$ cat src/hdl/gb_bus_pkg.sv
package gb_bus_pkg;

    // Number of wait states added to every I/O access
    localparam int IO_WAIT = 2;

    // The RAM is 1 KiB, addressed by the low bits of the raw view
    localparam int RAM_AW = 10;

    // I/O register file on page FF
    localparam int IO_REGS = 16;
    localparam int IO_AW = $clog2(IO_REGS);
    localparam logic [7:0] IO_PAGE = 8'hFF;

    // Width of the wait-state counter, wide enough to hold IO_WAIT
    localparam int WAIT_CW = $clog2(IO_WAIT + 1);

    // Bus operation requested by the requester
    typedef enum logic [2:0] {
        OP_FETCH  = 3'd0,
        OP_MEM_RD = 3'd1,
        OP_MEM_WR = 3'd2,
        OP_IO_RD  = 3'd3,
        OP_IO_WR  = 3'd4
    } bus_op_e;

    // T-state of the running bus cycle, idle between cycles
    typedef enum logic [1:0] {
        TS_IDLE = 2'd0,
        TS_T1   = 2'd1,
        TS_T2   = 2'd2,
        TS_T3   = 2'd3
    } tstate_e;

    // I/O view of the address: high byte is the page, low byte the register
    typedef struct packed {
        logic [7:0] page;
        logic [7:0] index;
    } bus_io_addr_t;

    // Memory cycles use the raw address, I/O cycles decode page and index
    typedef union packed {
        logic [15:0]  raw;
        bus_io_addr_t io;
    } bus_addr_u;

    typedef struct packed {
        bus_op_e    op;
        bus_addr_u  addr;
        logic [7:0] wdata;
    } bus_req_t;

    typedef struct packed {
        logic [7:0] rdata;
    } bus_rsp_t;

    // All strobes are active low
    typedef struct packed {
        logic m1_n;
        logic mreq_n;
        logic iorq_n;
        logic rd_n;
        logic wr_n;
    } bus_strobe_t;

    // An opcode fetch is a memory read with m1_n on top
    function automatic logic op_is_read(bus_op_e op);
        return (op == OP_FETCH) || (op == OP_MEM_RD) || (op == OP_IO_RD);
    endfunction

    function automatic logic op_is_io(bus_op_e op);
        return (op == OP_IO_RD) || (op == OP_IO_WR);
    endfunction

endpackage
$ cat src/hdl/bus_cycle_fsm.sv
`timescale 1ns/1ns

module bus_cycle_fsm
    import gb_bus_pkg::*;
(
    input  logic     CLK_n,
    input  logic     RESET_n,
    input  logic     clken,
    input  logic     req,
    input  bus_req_t req_data,
    output logic     ack,
    output bus_rsp_t rsp,
    input  logic     wait_n,
    input  logic [7:0] rdata,
    output tstate_e  tstate,
    output bus_req_t cur
);

    logic accept;

    // A request is taken only from idle, and only once the previous ack has dropped
    assign accept = clken && (tstate == TS_IDLE) && !ack && req;

    // The request is held for the whole cycle so the requester side may settle freely
    always_ff @(posedge CLK_n) begin
        if (accept) begin
            cur <= req_data;
        end
    end

    // T-state walk, every step is qualified by the clock enable
    always_ff @(posedge CLK_n or negedge RESET_n) begin
        if (!RESET_n) begin
            tstate <= TS_IDLE;
            ack    <= 1'b0;
        end else if (clken) begin
            case (tstate)
                TS_IDLE: begin
                    // Four-phase return, ack follows req down one enabled edge later
                    if (ack) begin
                        if (!req) begin
                            ack <= 1'b0;
                        end
                    end else if (req) begin
                        tstate <= TS_T1;
                    end
                end
                TS_T1: begin
                    tstate <= TS_T2;
                end
                TS_T2: begin
                    // Wait states stretch T2 until the timer releases wait_n
                    if (wait_n) begin
                        tstate <= TS_T3;
                    end
                end
                TS_T3: begin
                    // Read data was latched on this same edge, so rsp is valid with ack
                    tstate <= TS_IDLE;
                    ack    <= 1'b1;
                end
                default: begin
                    tstate <= TS_IDLE;
                end
            endcase
        end
    end

    // Latched byte is only presented while the cycle is being acknowledged
    always_comb begin
        rsp.rdata = ack ? rdata : 8'h00;
    end

endmodule

$ cat config.mk
export PLATFORM = sky130hd
export DESIGN_NAME = bus_cycle_fsm
export DESIGN_NICKNAME = d
export VERILOG_FILES = /design/src/hdl/gb_bus_pkg.sv /design/src/hdl/bus_cycle_fsm.sv
export SDC_FILE = /design/constraint.sdc
export NUM_CORES = 1
export LEC_CHECK = 0
export ABC_AREA = 1
export CAP_MARGIN = 20
export CORE_ASPECT_RATIO = 0.7
export CORE_MARGIN = 10
export CORE_UTILIZATION = 53
export CTS_CLUSTER_DIAMETER = 50
export DETAILED_ROUTE_END_ITERATION = 7
export DONT_BUFFER_PORTS = 1
export PLACE_DENSITY_LB_ADDON = 0.25
export SKIP_CTS_REPAIR_TIMING = 1
export SLEW_MARGIN = 20
export SYNTH_ARGS = -nofsm -noshare
export SYNTH_HDL_FRONTEND = slang
export SYNTH_SLANG_ARGS = --single-unit
$ cat constraint.sdc
create_clock -name CLK_n -period 2.6 [get_ports CLK_n]
set_clock_uncertainty 0.15 [all_clocks]
set_input_delay 0.52 -clock CLK_n [delete_from_list [all_inputs] [get_ports CLK_n]]
set_output_delay 0.52 -clock CLK_n [all_outputs]
set_load 0.005 [all_outputs]
# Word level (Yosys, flattened, before mapping)
# Cells that the tools add are included.
# totals
regBits	30
inputBits	40
output_inout_bits	38
word_cells	27
# classes
n_eq_ne	6
muxes	8
reduce_logical	8
# op_table
operator	n
$mux 8	1
$pmux 2 s4	1
$mux 2	3
$ne 2x2->1 const B	3
$eq 2x2->1 const B	2
$reduce_and 4->1	1
$logic_and 1x1->1	3
$eq 2x1->1 const B	1
$logic_not 2->1	1
$mux 1	2
$pmux 1 s2	1
$reduce_and 2->1	1
$reduce_bool 2->1	1
$logic_not 1->1	1

# Longest topological paths before layout
# Gate-level depths: netlist of run 1.
# logic_depth
ltp_word	4
mapped_depth	7
mapped_depth_nobuf	6

# Worst setup path before layout of run 1
# Ideal clock, no wire load.
# synth_timing
path_type	register to register
from	register tstate[0]
to	register cur[0] (netlist name) (enable)
setup_time_ps	411
arrival_time_ps	1926
required_time_ps	2039
slack_ps	113
path_stages_with_launch	5
n_path_buf	0
period_less_slack_ps	2487
cell_sequence	dfrtp_1 -> inv_1 -> ha_1 -> nand2_1 -> nor2_1
# synth_between
elab_chain_cells	4
# synth_rtl
element	line	source
from (decl)	bus_cycle_fsm.sv:15	output tstate_e tstate,
from (signal assigned)	bus_cycle_fsm.sv:34	tstate <= TS_IDLE;
from (signal assigned)	bus_cycle_fsm.sv:45	tstate <= TS_T1;
from (signal assigned)	bus_cycle_fsm.sv:49	tstate <= TS_T2;
$logic_not 2->1	bus_cycle_fsm.sv:22	assign accept = clken && (tstate == TS_IDLE) && !ack && req;
$logic_and 1x1->1 (3 in a row)	bus_cycle_fsm.sv:22	
net accept	bus_cycle_fsm.sv:19	logic accept;
to (signal assigned)	bus_cycle_fsm.sv:27	cur <= req_data;
to (decl)	bus_cycle_fsm.sv:16	output bus_req_t cur
# The timed path passes the listed nets, and every way through them passes these cells.
# A chain may end at the register's enable or synchronous reset.

==> results.md, run 1 <==
- The later pin in the worst-skew pair is clocked with a latency of 0.30 ns.
- The initial utilization of the core area, before any placement, comes to 0.580.
- The portion of synthesized area spent on multiplexers is 0.
- The critical path endpoint is rsp[6].
- Setup violations remaining at the end of the flow were counted as 0.
- Of the total power, combinational logic draws 0.191.
- The fraction of final layout cells sized beyond drive strength 1 is 0.159.
- The post-route cell area is between 1000 and 1500 sq um.
- The origin of the worst min-delay path is req_data[6].
- Tracing the worst setup path back leads to its startpoint at ack.
- Synthesis produced a netlist with a net count of 116.
- The total of buffers placed on input and output ports is 0.
- For this design the total switching power over the nets is 342 uW.
- The number of antenna cells inserted is 0.
- After synthesis, the largest family of logic cells by area is simple AND/OR/NAND/NOR gates.
- The number of antenna violations at the first check in global routing is 0.
- After routing, the total negative slack on setup checks comes to 0 ns.
- Synthesis produced 73 cells.
- The synthesized cell area is approximately 1100 sq um.
- The total die area is 4360 sq um.
- In the global route stage, met1 resource usage came out at 0.0947.
- The number of clock sinks is 30.
- The maximum level of the CTS H-tree is 2.
- The shortest period the worst path allows is ~1.7 ns.
- The power density relative to cell area is ~940 nW/um^2.
- The hold violation count in the final report was 0.
- The area growth from synthesis to final layout is 7.75%.
- At the end of routability-driven placement, the weighted congestion stood at around 0.73.
- The via count of the first global-routing pass is approximately 540.
- Of the total power, the share spent switching nets is 0.303.
- The source of the worst register-to-register timing path is tstate[0].
- The post-layout net count is 124.
- Of the total synthesized cell area, the portion taken by full adders, half adders and majority gates is 0.0337.
- Across all layers, the routed design uses 541 vias.
- Across all register-to-register paths, the minimum setup slack is 0.88 ns.
- The critical setup path kind is reg2out.
- The number of iterations in the first detailed-routing pass is 4.
- The required time at the worst-slack endpoint is ~1.9 ns.
- In the layout the commonest cells are sky130_fd_sc_hd__edfxtp_1 (27), sky130_fd_sc_hd__nand2_1 (15), sky130_fd_sc_hd__inv_1 (13).
- The reported leakage power is 0.506 nW.
- After floorplanning, the core was sized to cover 1920 sq um.
- The logic depth of the worst register-to-register path is 5.
- The detailed-route vias per instance is between 5 and 6.
- Counting along the longest clock path gives a buffer depth of 2.
- The worst supply voltage drop on vdd is 502 uV.
- The number of warnings reported in the yosys synthesis log is 0.
- The number of standard-cell rows in the floorplan is 13.
- The global-route usage over all layers is 0.101.
- Once detailed placement completed, the half-perimeter wirelength came to 1910 um.
- For this run, design rule violations remaining after detail routing come to 0.
- The met3 routing resource usage after global routing is 0.0821.
- Clock-pin slew was measured on the worst setup and hold paths at 0.08 ns.
- Max-cap violations in this run came to 0.
- Once layout is complete, the utilization of the core stands at 0.625.
- The final clock period utilization by the worst path is 0.664.
- The die extent in y is a little under 60 um.
- The most common cell after layout, fill and taps aside is sky130_fd_sc_hd__edfxtp_1.
- The sequential element share of the synthesized area is 0.796.
- The synthesized-area fraction occupied by ao, oa, aoi and oai cells is 0.0124.
- The number of different library cells in the post-synthesis netlist is 14.
- The share of total power dissipated in sequential elements is 0.599.
- The horizontal extent of the die is between 70 and 80 um.
- The synthesized design contains 30 register bits.
- The number of primary I/O pins is 78.
- The maximum clock frequency is 579 MHz.
- The detailed-route wire length per cell is 22.0 um.
- The simple-gate portion of the synthesized area is 0.0989.
- Fill cells in the final layout number 154.
- Measured against its own limit, the worst slew margin works out to 0.750.
- The kind of capture point of the worst setup path is an output pin.
- The transition time at the pin with the least slew margin is between 0.3 and 0.4 ns.
- The critical path data arrival time is 1.06 ns.
- The internal power summed over all cells is 785 uW.
- The total placed instance area is 1140 sq um.
- The met2 usage in global routing is 0.161.
- The global-route layer with the greatest usage is met2.
- Setup repair after global routing left no endpoint under its margin.
- Entering global routing, the biggest net connects 28 pins.
- TritonCTS built the clock tree.
- The overall overflow remaining after global route is 0.
- The tightest min-delay check is of the in2reg type.
- The end of the worst register-to-register path is cur[20].
- A synthesized cell averages 15.3 sq um.
- The worst setup path is launched from a flip-flop.
- The number of max-slew violations in the final report was 0.
- The largest fanout on the critical path is 11.
- The post-synthesis share of cell area spent on xor and xnor gates is 0.
- The share of total power dissipated in the clock network is 0.210.
- The detail route stage leaves a number of antenna-violating nets equal to 0.
- For this block, the initial DRC count from the detailed router was just over 70.
- The run finished with clean final reports.
- The clock root buffer is sky130_fd_sc_hd__clkbuf_4.
- The number of CTS-inserted buffers is 5.
- The routed wire length is 2290 um.
- The first-pass GRT wire length is 3140 um.
==> registers in the layout, indices dropped and copies added (netlist names) <==
register	flops
cur	27
tstate	2
ack	1
==> Yosys cell counts <==
master                      n  area, sq um
sky130_fd_sc_hd__buf_6      1         11.3
sky130_fd_sc_hd__edfxtp_1  27          811
sky130_fd_sc_hd__dfrtp_1    3         75.1
sky130_fd_sc_hd__o21ai_0    1         5.00
sky130_fd_sc_hd__a21oi_2    1         8.76
sky130_fd_sc_hd__nand2_2    1         6.26
sky130_fd_sc_hd__or2_1      1         6.26
sky130_fd_sc_hd__ha_1       3         37.5
sky130_fd_sc_hd__nand3_1    3         15.0
sky130_fd_sc_hd__nand2_1   15         56.3
sky130_fd_sc_hd__inv_4      1         6.26
sky130_fd_sc_hd__nor2_1     1         3.75
sky130_fd_sc_hd__nand2_4    2         22.5
sky130_fd_sc_hd__inv_1     13         48.8
==> layer usage <==
layer / part of all wire / up-vias
met3: 0.13 / 2
met4: 0.0035 / 0
met5: 0 / -
li1: - / 258
met2: 0.52 / 37
met1: 0.35 / 244
==> through the flow <==
stage               worst slack, ns  total power [mW]  hold WS, ns  cells
floorplan                     0.113             0.862       0.0744     73
global placement              0.903             0.898       0.0745     95
detailed placement            0.869             0.907       0.0745     95
CTS                           0.845              1.15       -0.266    103
global route                  0.761              1.21        0.123    104
finish                        0.874              1.13        0.160    104
==> how the worst min path moves through the flow <==
stage,slack (ns),cells after the start,end
floorplan,0.07,0,ack
global placement,0.07,0,tstate[0]
detailed placement,0.07,0,ack
CTS,-0.27,0,ack
global route,0.12,0,cur[6]
finish,0.16,0,cur[6]
==> logic make-up (layout without fill, tap and decap cells) <==
logic type	after synthesis	count (layout)
AOI/OAI and AO/OA	2	2
adders and majority gates	3	3
buffers and inverters	15	24
DFF	30	30
and+or+nand+nor	23	23
==> worst max-delay path: stages (launching register included) <==
cell                      delay (ns)
sky130_fd_sc_hd__dfrtp_1        0.57
sky130_fd_sc_hd__nand2_1        0.09
sky130_fd_sc_hd__inv_1          0.09
==> power by group through the flow <==
stage	clock (mW)	sequential, mW	combinational, mW
3_5_place_dp	0	0.689	0.218
6_report	0.237	0.675	0.215
5_1_grt	0.276	0.687	0.246
3_3_place_gp	0	0.687	0.210
2_1_floorplan	0	0.657	0.205
4_1_cts	0.250	0.679	0.219
==> area by class of cell <==
| cell class | instances | area, sq um | share of cell area |
|---|---|---|---|
| well taps | 22 | 27.5 | 0.0229 |
| flip-flops and latches | 30 | 886 | 0.738 |
| inverters | 14 | 55.1 | 0.0459 |
| clock buffers | 6 | 41.3 | 0.0344 |
| repair buffers | 2 | 17.5 | 0.0146 |
| multi-input cells | 28 | 164 | 0.137 |
| clock inverters | 2 | 8.76 | 0.00730 |
No activity file was read; power rests on OpenSTA's default activity.
==> run 2, diff against run 1 <==
- CORE_UTILIZATION: 53 -> 59
- clock period: 2.6 -> 1.8 ns (I/O delays scaled with it)
==> results.md, run 2 (synthesis gave the netlist of run 1 again) <==
- The flow ran to the end, and the final reports show no timing, DRC or antenna violations.
- Dividing the final minimum period by the clock period gives 0.924.
- Compared with the post-synthesis result, the final layout area differs by 33.1%.
- The layout filler cell count is 106 (-31%).
- The logic depth of the worst register-to-register path is 5 (unchanged).
- The first-pass GRT wire length came to 3360 um (+7.0%).
- The relative max-transition margin is 0.762 (+0.0117).
- The internal power summed over all cells is 1.18 mW (+51%).
- The hold path depth was 2 (+2).
- The power share of the sequential group came to 0.569 (-0.030).
- The fraction of final layout cells sized beyond drive strength 1 is 0.111 (-0.0474).
- The maximum level of the CTS H-tree is 2 (unchanged).
- The routed wire length is 2730 um (+19%).
- The worst supply voltage drop on vdd came to 888 uV (+77%).
- The source-to-sink clock delay at the later pin of the worst-skew pair is 0.32 ns (+0.02 ns).
- The power dissipated by switching net loads was 529 uW (+55%).
- The number of design rule violations left after detail routing is 0 (unchanged).
- The pin count of the biggest net entering global routing is 28 (unchanged).
- The stage delay of the slowest cell on the critical path is 0.43 ns (-0.14 ns).
- In the layout the commonest cells are sky130_fd_sc_hd__dlygate4sd3_1 (28), sky130_fd_sc_hd__edfxtp_1 (27), sky130_fd_sc_hd__nand2_1 (15).
- The reported leakage power is 0.618 nW (+22%).
- The horizontal extent of the die is 71.9 um (-3.8%).
- The met1 layer usage reported by global route is 0.107 (+0.0125).
- The transition time at the pin with the least slew margin is 0.357 ns (-0.0176 ns).
- The critical setup path kind is reg2reg.
- The kind of capture point of the worst setup path is a flip-flop.
- The total of buffers placed on input and output ports was 0 (unchanged).
- The register with the most flip-flops is cur.
- The global-route usage over all layers is 0.115 (+0.0143).
- The weighted congestion reported at the end of routability-driven placement is 0.618 (-16%).
- The number of iterations in the first detailed-routing pass is 5 (+1).
- The critical path data arrival time is 1.54 ns (+0.48 ns).
- TritonCTS built the clock tree.
- The tree is rooted in a sky130_fd_sc_hd__clkbuf_4.
- The global routing stage identified its most utilized layer as met2.
- The number of max-slew violations in the final report is 0 (unchanged).
- The total area of sequential cells is 886 sq um (unchanged).
- Leaving out fill and tap cells, the most frequent cell in the layout is sky130_fd_sc_hd__dlygate4sd3_1.
- The via count came to 662 (+22%).
- The standard cell core area was 1820 sq um (-5.1%).
- The number of clock sinks is 30 (unchanged).
- The post-route cell area is 1480 sq um (+24%).
- The flip-flop count of the largest register after layout was 27 (unchanged).
- The largest fanout on the critical path is 27 (+16).
- The power density relative to cell area is 1160 nW/um^2 (+23%).
- The maximum clock frequency is 601 MHz.
- The detailed-route wire length per cell is 21.0 um (-4.7%).
- The starting DRC count in detailed routing is 47 (-35%).
- The number of antenna cells inserted is 0 (unchanged).
- The number of antenna violations at the first check in global routing is 0 (unchanged).
- The via count of the first global-routing pass is 584 (+9.2%).
- The total die area is 4050 sq um (-7.1%).
- The end-of-flow core utilization is 0.814 (+0.189).
- Walking the worst path, the cells encountered are inv_1 -> ha_1 -> nand2_1 -> nor2_4 -> buf_12.
- The shortest period the worst path allows is 1.66 ns.
- The largest registers in the layout are cur (27), tstate (2), ack (1).
- The post-layout net count came to 151 (+22%).
- The worst hold path belongs to the class in2reg.
- The switching share of total power came to 0.309 (+0.00557).
- The detailed-route vias per instance is 5.09 (-2.1%).
- The total placed instance area is 1160 sq um (+1.5%).
- The worst setup path is launched from a flip-flop.
- The met2 usage in global routing is 0.181 (+0.0198).
- The overall overflow remaining after global route was 0 (unchanged).
- The cell with the largest stage delay on the worst path is sky130_fd_sc_hd__dfrtp_1.
- The number of primary I/O pins came to 78 (unchanged).
- The max-capacitance violation count is 0 (unchanged).
- The hold violation count in the final report is 0 (unchanged).
- The deepest clock path buffer count came to 2 (unchanged).
- The setup-violating endpoint count in the final report came to 0 (unchanged).
- The number of CTS-inserted buffers was 5 (unchanged).
- The required time at the worst-slack endpoint is 1.68 ns (-0.25 ns).
- The die extent in y came to 56.4 um (-3.4%).
- Setup repair after global routing left no endpoint under its margin.
- The effective utilization at floorplan was 0.611 (+0.0311).
- The area taken by multi-input logic gates was 169 sq um (+3.1%).
- The met3 routing resource usage after global routing is 0.0947 (+0.0127).
- The clock input transition at the sequential cells of the worst setup and hold paths is 0.08 ns (about the same).
- The final sum of negative setup slack is 0 ns (unchanged).
- The number of standard-cell rows in the floorplan is 13 (unchanged).
- The fraction of power consumed by combinational cells is 0.228 (+0.037).
- The half-perimeter wire length after placement is 1910 um (-0.14%).
- The remaining antenna violation count after routing is 0 (unchanged).
- The fraction of power consumed by the clock network is 0.203 (-0.007).
[run 2: final cells by class]
class,instances,area share
clock buffer,7,0.0304
inverter,14,0.0371
tap,22,0.0186
sequential,30,0.597
multi-input combinational,28,0.114
timing repair buffer,29,0.203
[run 2: power by group through the flow]
stage / combinational [mW] / clock (mW) / sequential (mW)
2_1_floorplan: 0.307 / 0 / 0.946
6_report: 0.391 / 0.348 / 0.975
5_1_grt: 0.443 / 0.390 / 0.994
4_1_cts: 0.329 / 0.356 / 0.980
3_5_place_dp: 0.327 / 0 / 0.994
3_3_place_gp: 0.321 / 0 / 0.992
[run 2: per-stage QoR]
| stage | hold slack (ns) | instances | power [mW] | setup slack [ns] |
|---|---|---|---|---|
| floorplan | -0.0856 | 73 | 1.25 | 0.0122 |
| global placement | -0.0855 | 95 | 1.31 | 0.199 |
| detailed placement | -0.0855 | 95 | 1.32 | 0.166 |
| CTS | -0.438 | 102 | 1.66 | 0.152 |
| global route | 0.0392 | 130 | 1.83 | 0.0396 |
| finish | 0.0258 | 130 | 1.71 | 0.137 |
[run 2: worst max-delay path: cells and delay by family (launching register included)]
kind	cells	cell delay, ns
fa+ha+maj	1	0.24
buf+inv	2	0.29
flops	1	0.43
simple gates	2	0.26
[run 2: routing by layer]
metal | wire, um | vias up
met5 | 0 | -
met4 | 28 | 0
met3 | 305 | 4
met2 | 1550 | 44
met1 | 840 | 304
li1 | - | 310
[run 2: path summary, 6_finish.rpt]
check | startpoint | end | slack [ns]
setup / recovery | tstate[0] | cur[18] | 0.14
hold / removal | clken | ack | 0.03
setup reg to reg | tstate[0] | cur[18] | 0.14
hold reg to reg | tstate[0] | tstate[0] | 0.41
max in group asynchronous | RESET_n | tstate[1] | 1.21
min in group asynchronous | RESET_n | ack | 0.14
==> run 3, diff against run 2 <==
==> constraint.sdc (replaced) <==
create_clock -name CLK_n -period 1.8 [get_ports CLK_n]
set_clock_uncertainty 0.15 [all_clocks]
set_input_delay 0.45 -clock CLK_n [delete_from_list [all_inputs] [get_ports CLK_n]]
set_output_delay 0.45 -clock CLK_n [all_outputs]
set_load 0.005 [all_outputs]
==> results.md, run 3 (synthesis gave the netlist of run 1 again) <==
- The effective utilization at floorplan is 0.611 (unchanged).
- The smallest setup slack after layout was 0.126 ns (-0.0108 ns).
- The met2 usage in global routing is 0.181 (unchanged).
- The cell sitting at the root of the clock tree is a sky130_fd_sc_hd__clkbuf_4.
- The final sum of negative setup slack is 0 ns (unchanged).
- The relative max-transition margin was 0.762 (about the same).
- The end-of-flow core utilization was 0.666 (-0.148).
- STA classifies the critical path endpoint as an output pin.
- The flip-flop count of the largest register after layout was 27 (unchanged).
- The required time at the worst-slack endpoint came to 1.20 ns (-0.48 ns).
- The post-layout net count is 124 (-18%).
- The maximum clock frequency is 597 MHz (-0.64%).
- The detailed-route vias per instance came to 5.31 (+4.3%).
- The half-perimeter wire length after placement is 1910 um (unchanged).
- The number of iterations in the first detailed-routing pass came to 4 (-1).
- TritonCTS built the clock tree.
- The via count of the first global-routing pass was 584 (unchanged).
- The total placed instance area is 1160 sq um (unchanged).
- The global-route usage over all layers is 0.115 (unchanged).
- The overall overflow remaining after global route is 0 (unchanged).
- The remaining antenna violation count after routing is 0 (unchanged).
- The largest fanout on the critical path is 11 (-59%).
- More flip-flops sit in one register than any other, and that register is cur.
- The sort of element at the start of the critical path is a flip-flop.
- The cell with the largest stage delay on the worst path is sky130_fd_sc_hd__dfrtp_1.
- The source-to-sink clock delay at the later pin of the worst-skew pair is 0.31 ns (about the same).
- The first-pass GRT wire length is 3360 um (unchanged).
- Setup repair after global routing left no endpoint under its margin.
- The transition time at the pin with the least slew margin was 0.357 ns (+0.000595 ns).
- The met1 layer usage reported by global route is 0.107 (unchanged).
- The number of design rule violations left after detail routing is 0 (unchanged).
- The setup-violating endpoint count in the final report is 0 (unchanged).
- The hold violation count in the final report is 0 (unchanged).
- The reported leakage power is 0.505 nW (-18%).
- The pin count of the biggest net entering global routing is 28 (unchanged).
- The critical path data arrival time is 1.07 ns (-0.47 ns).
- The die extent in y came to 56.4 um (unchanged).
- The number of standard-cell rows in the floorplan is 13 (unchanged).
- The horizontal extent of the die is 71.9 um (unchanged).
- The post-route cell area is 1210 sq um (-18%).
- The clock input transition at the sequential cells of the worst setup and hold paths came to 0.08 ns (about the same).
- The number of clock sinks came to 30 (unchanged).
- The critical setup path kind is reg2out.
- The max-capacitance violation count is 0 (unchanged).
- In this run the worst hold path is classified as in2reg.
- The run finished with clean final reports.
- The final clock period utilization by the worst path is 0.930 (+0.00599).
- The total of buffers placed on input and output ports is 0 (unchanged).
- The number of primary I/O pins is 78 (unchanged).
- The stage delay of the slowest cell on the critical path is 0.56 ns (+0.13 ns).
- The detailed-route wire length per cell was 22.5 um (+7.2%).
- The via count is 547 (-17%).
- The number of max-slew violations in the final report is 0 (unchanged).
- The met3 routing resource usage after global routing is 0.0947 (unchanged).
- The total die area was 4050 sq um (unchanged).
- The global-route layer with the greatest usage is met2.
- The power density relative to cell area came to 1350 nW/um^2 (+17%).
- The shortest period the worst path allows came to 1.67 ns (+0.0108 ns).
- Traced cell by cell, the critical path runs through nand2_1 -> inv_1.
- Leaving out fill and tap cells, the most frequent cell in the layout is sky130_fd_sc_hd__edfxtp_1.
- The number of antenna violations at the first check in global routing is 0 (unchanged).
- The routed wire length is 2320 um (-15%).
- The fraction of final layout cells sized beyond drive strength 1 is 0.148 (+0.0370).
- The worst supply voltage drop on vdd was 829 uV (-6.6%).
- The final-layout worst hold slack was 0.0765 ns (+0.0507 ns).
- The starting DRC count in detailed routing is 27 (-43%).
- The number of antenna cells inserted was 0 (unchanged).
- The standard cell core area is 1820 sq um (unchanged).
- The maximum level of the CTS H-tree came to 2 (unchanged).
- The worst slack after detailed placement is 0.166 ns (unchanged).
- The deepest clock path buffer count is 2 (unchanged).
- The weighted congestion reported at the end of routability-driven placement is 0.618 (unchanged).
- The largest registers in the layout are cur (27), tstate (2), ack (1).
- The number of CTS-inserted buffers is 5 (unchanged).
- The area growth from synthesis to final layout is 8.88%.
- In the layout the commonest cells are sky130_fd_sc_hd__edfxtp_1 (27), sky130_fd_sc_hd__nand2_1 (15), sky130_fd_sc_hd__inv_1 (13).
-- run 3: worst paths after layout --
| check | slack, ns | startpoint | cells past startpoint | endpoint |
|---|---|---|---|---|
| max in group asynchronous | 1.11 | RESET_n | 1 | tstate[1] |
| min in group asynchronous | 0.23 | RESET_n | 1 | ack |
| setup / recovery | 0.13 | ack | 2 | rsp[7] |
| setup reg to reg | 0.17 | tstate[0] | 5 | cur[20] |
| hold / removal | 0.08 | req_data[16] | 0 | cur[16] |
| hold reg to reg | 0.41 | tstate[0] | 2 | tstate[0] |
-- run 3: worst max-delay path: cells and delay by family (launching register included) --
| family | cells | cell delay [ns] |
|---|---|---|
| DFF | 1 | 0.56 |
| and+or+nand+nor | 1 | 0.11 |
| buffers and inverters | 1 | 0.09 |
-- run 3: per-layer routing --
metal,part of all wire,up-vias
met5,0,-
met4,0.015,0
met3,0.12,8
met2,0.53,38
met1,0.34,245
li1,-,256
-- run 3: per-stage QoR --
step / cells / power [mW]
floorplan: 73 / 1.25
global placement: 95 / 1.31
finish: 103 / 1.64
detailed placement: 95 / 1.32
CTS: 102 / 1.66
global route: 103 / 1.76
-- run 3: report_power, final --
part,internal (mW),switching [mW]
Clock,0.147,0.191
Sequential,0.877,0.0964
Combinational,0.122,0.205
-- run 3: cell type report --
cell class	instances	area [sq um]
sequential	30	886
fill	137	609
multi-input combinational	28	169
inverter	14	55.1
clock buffer	7	45.0
timing repair buffer	2	30.0
tap	22	27.5
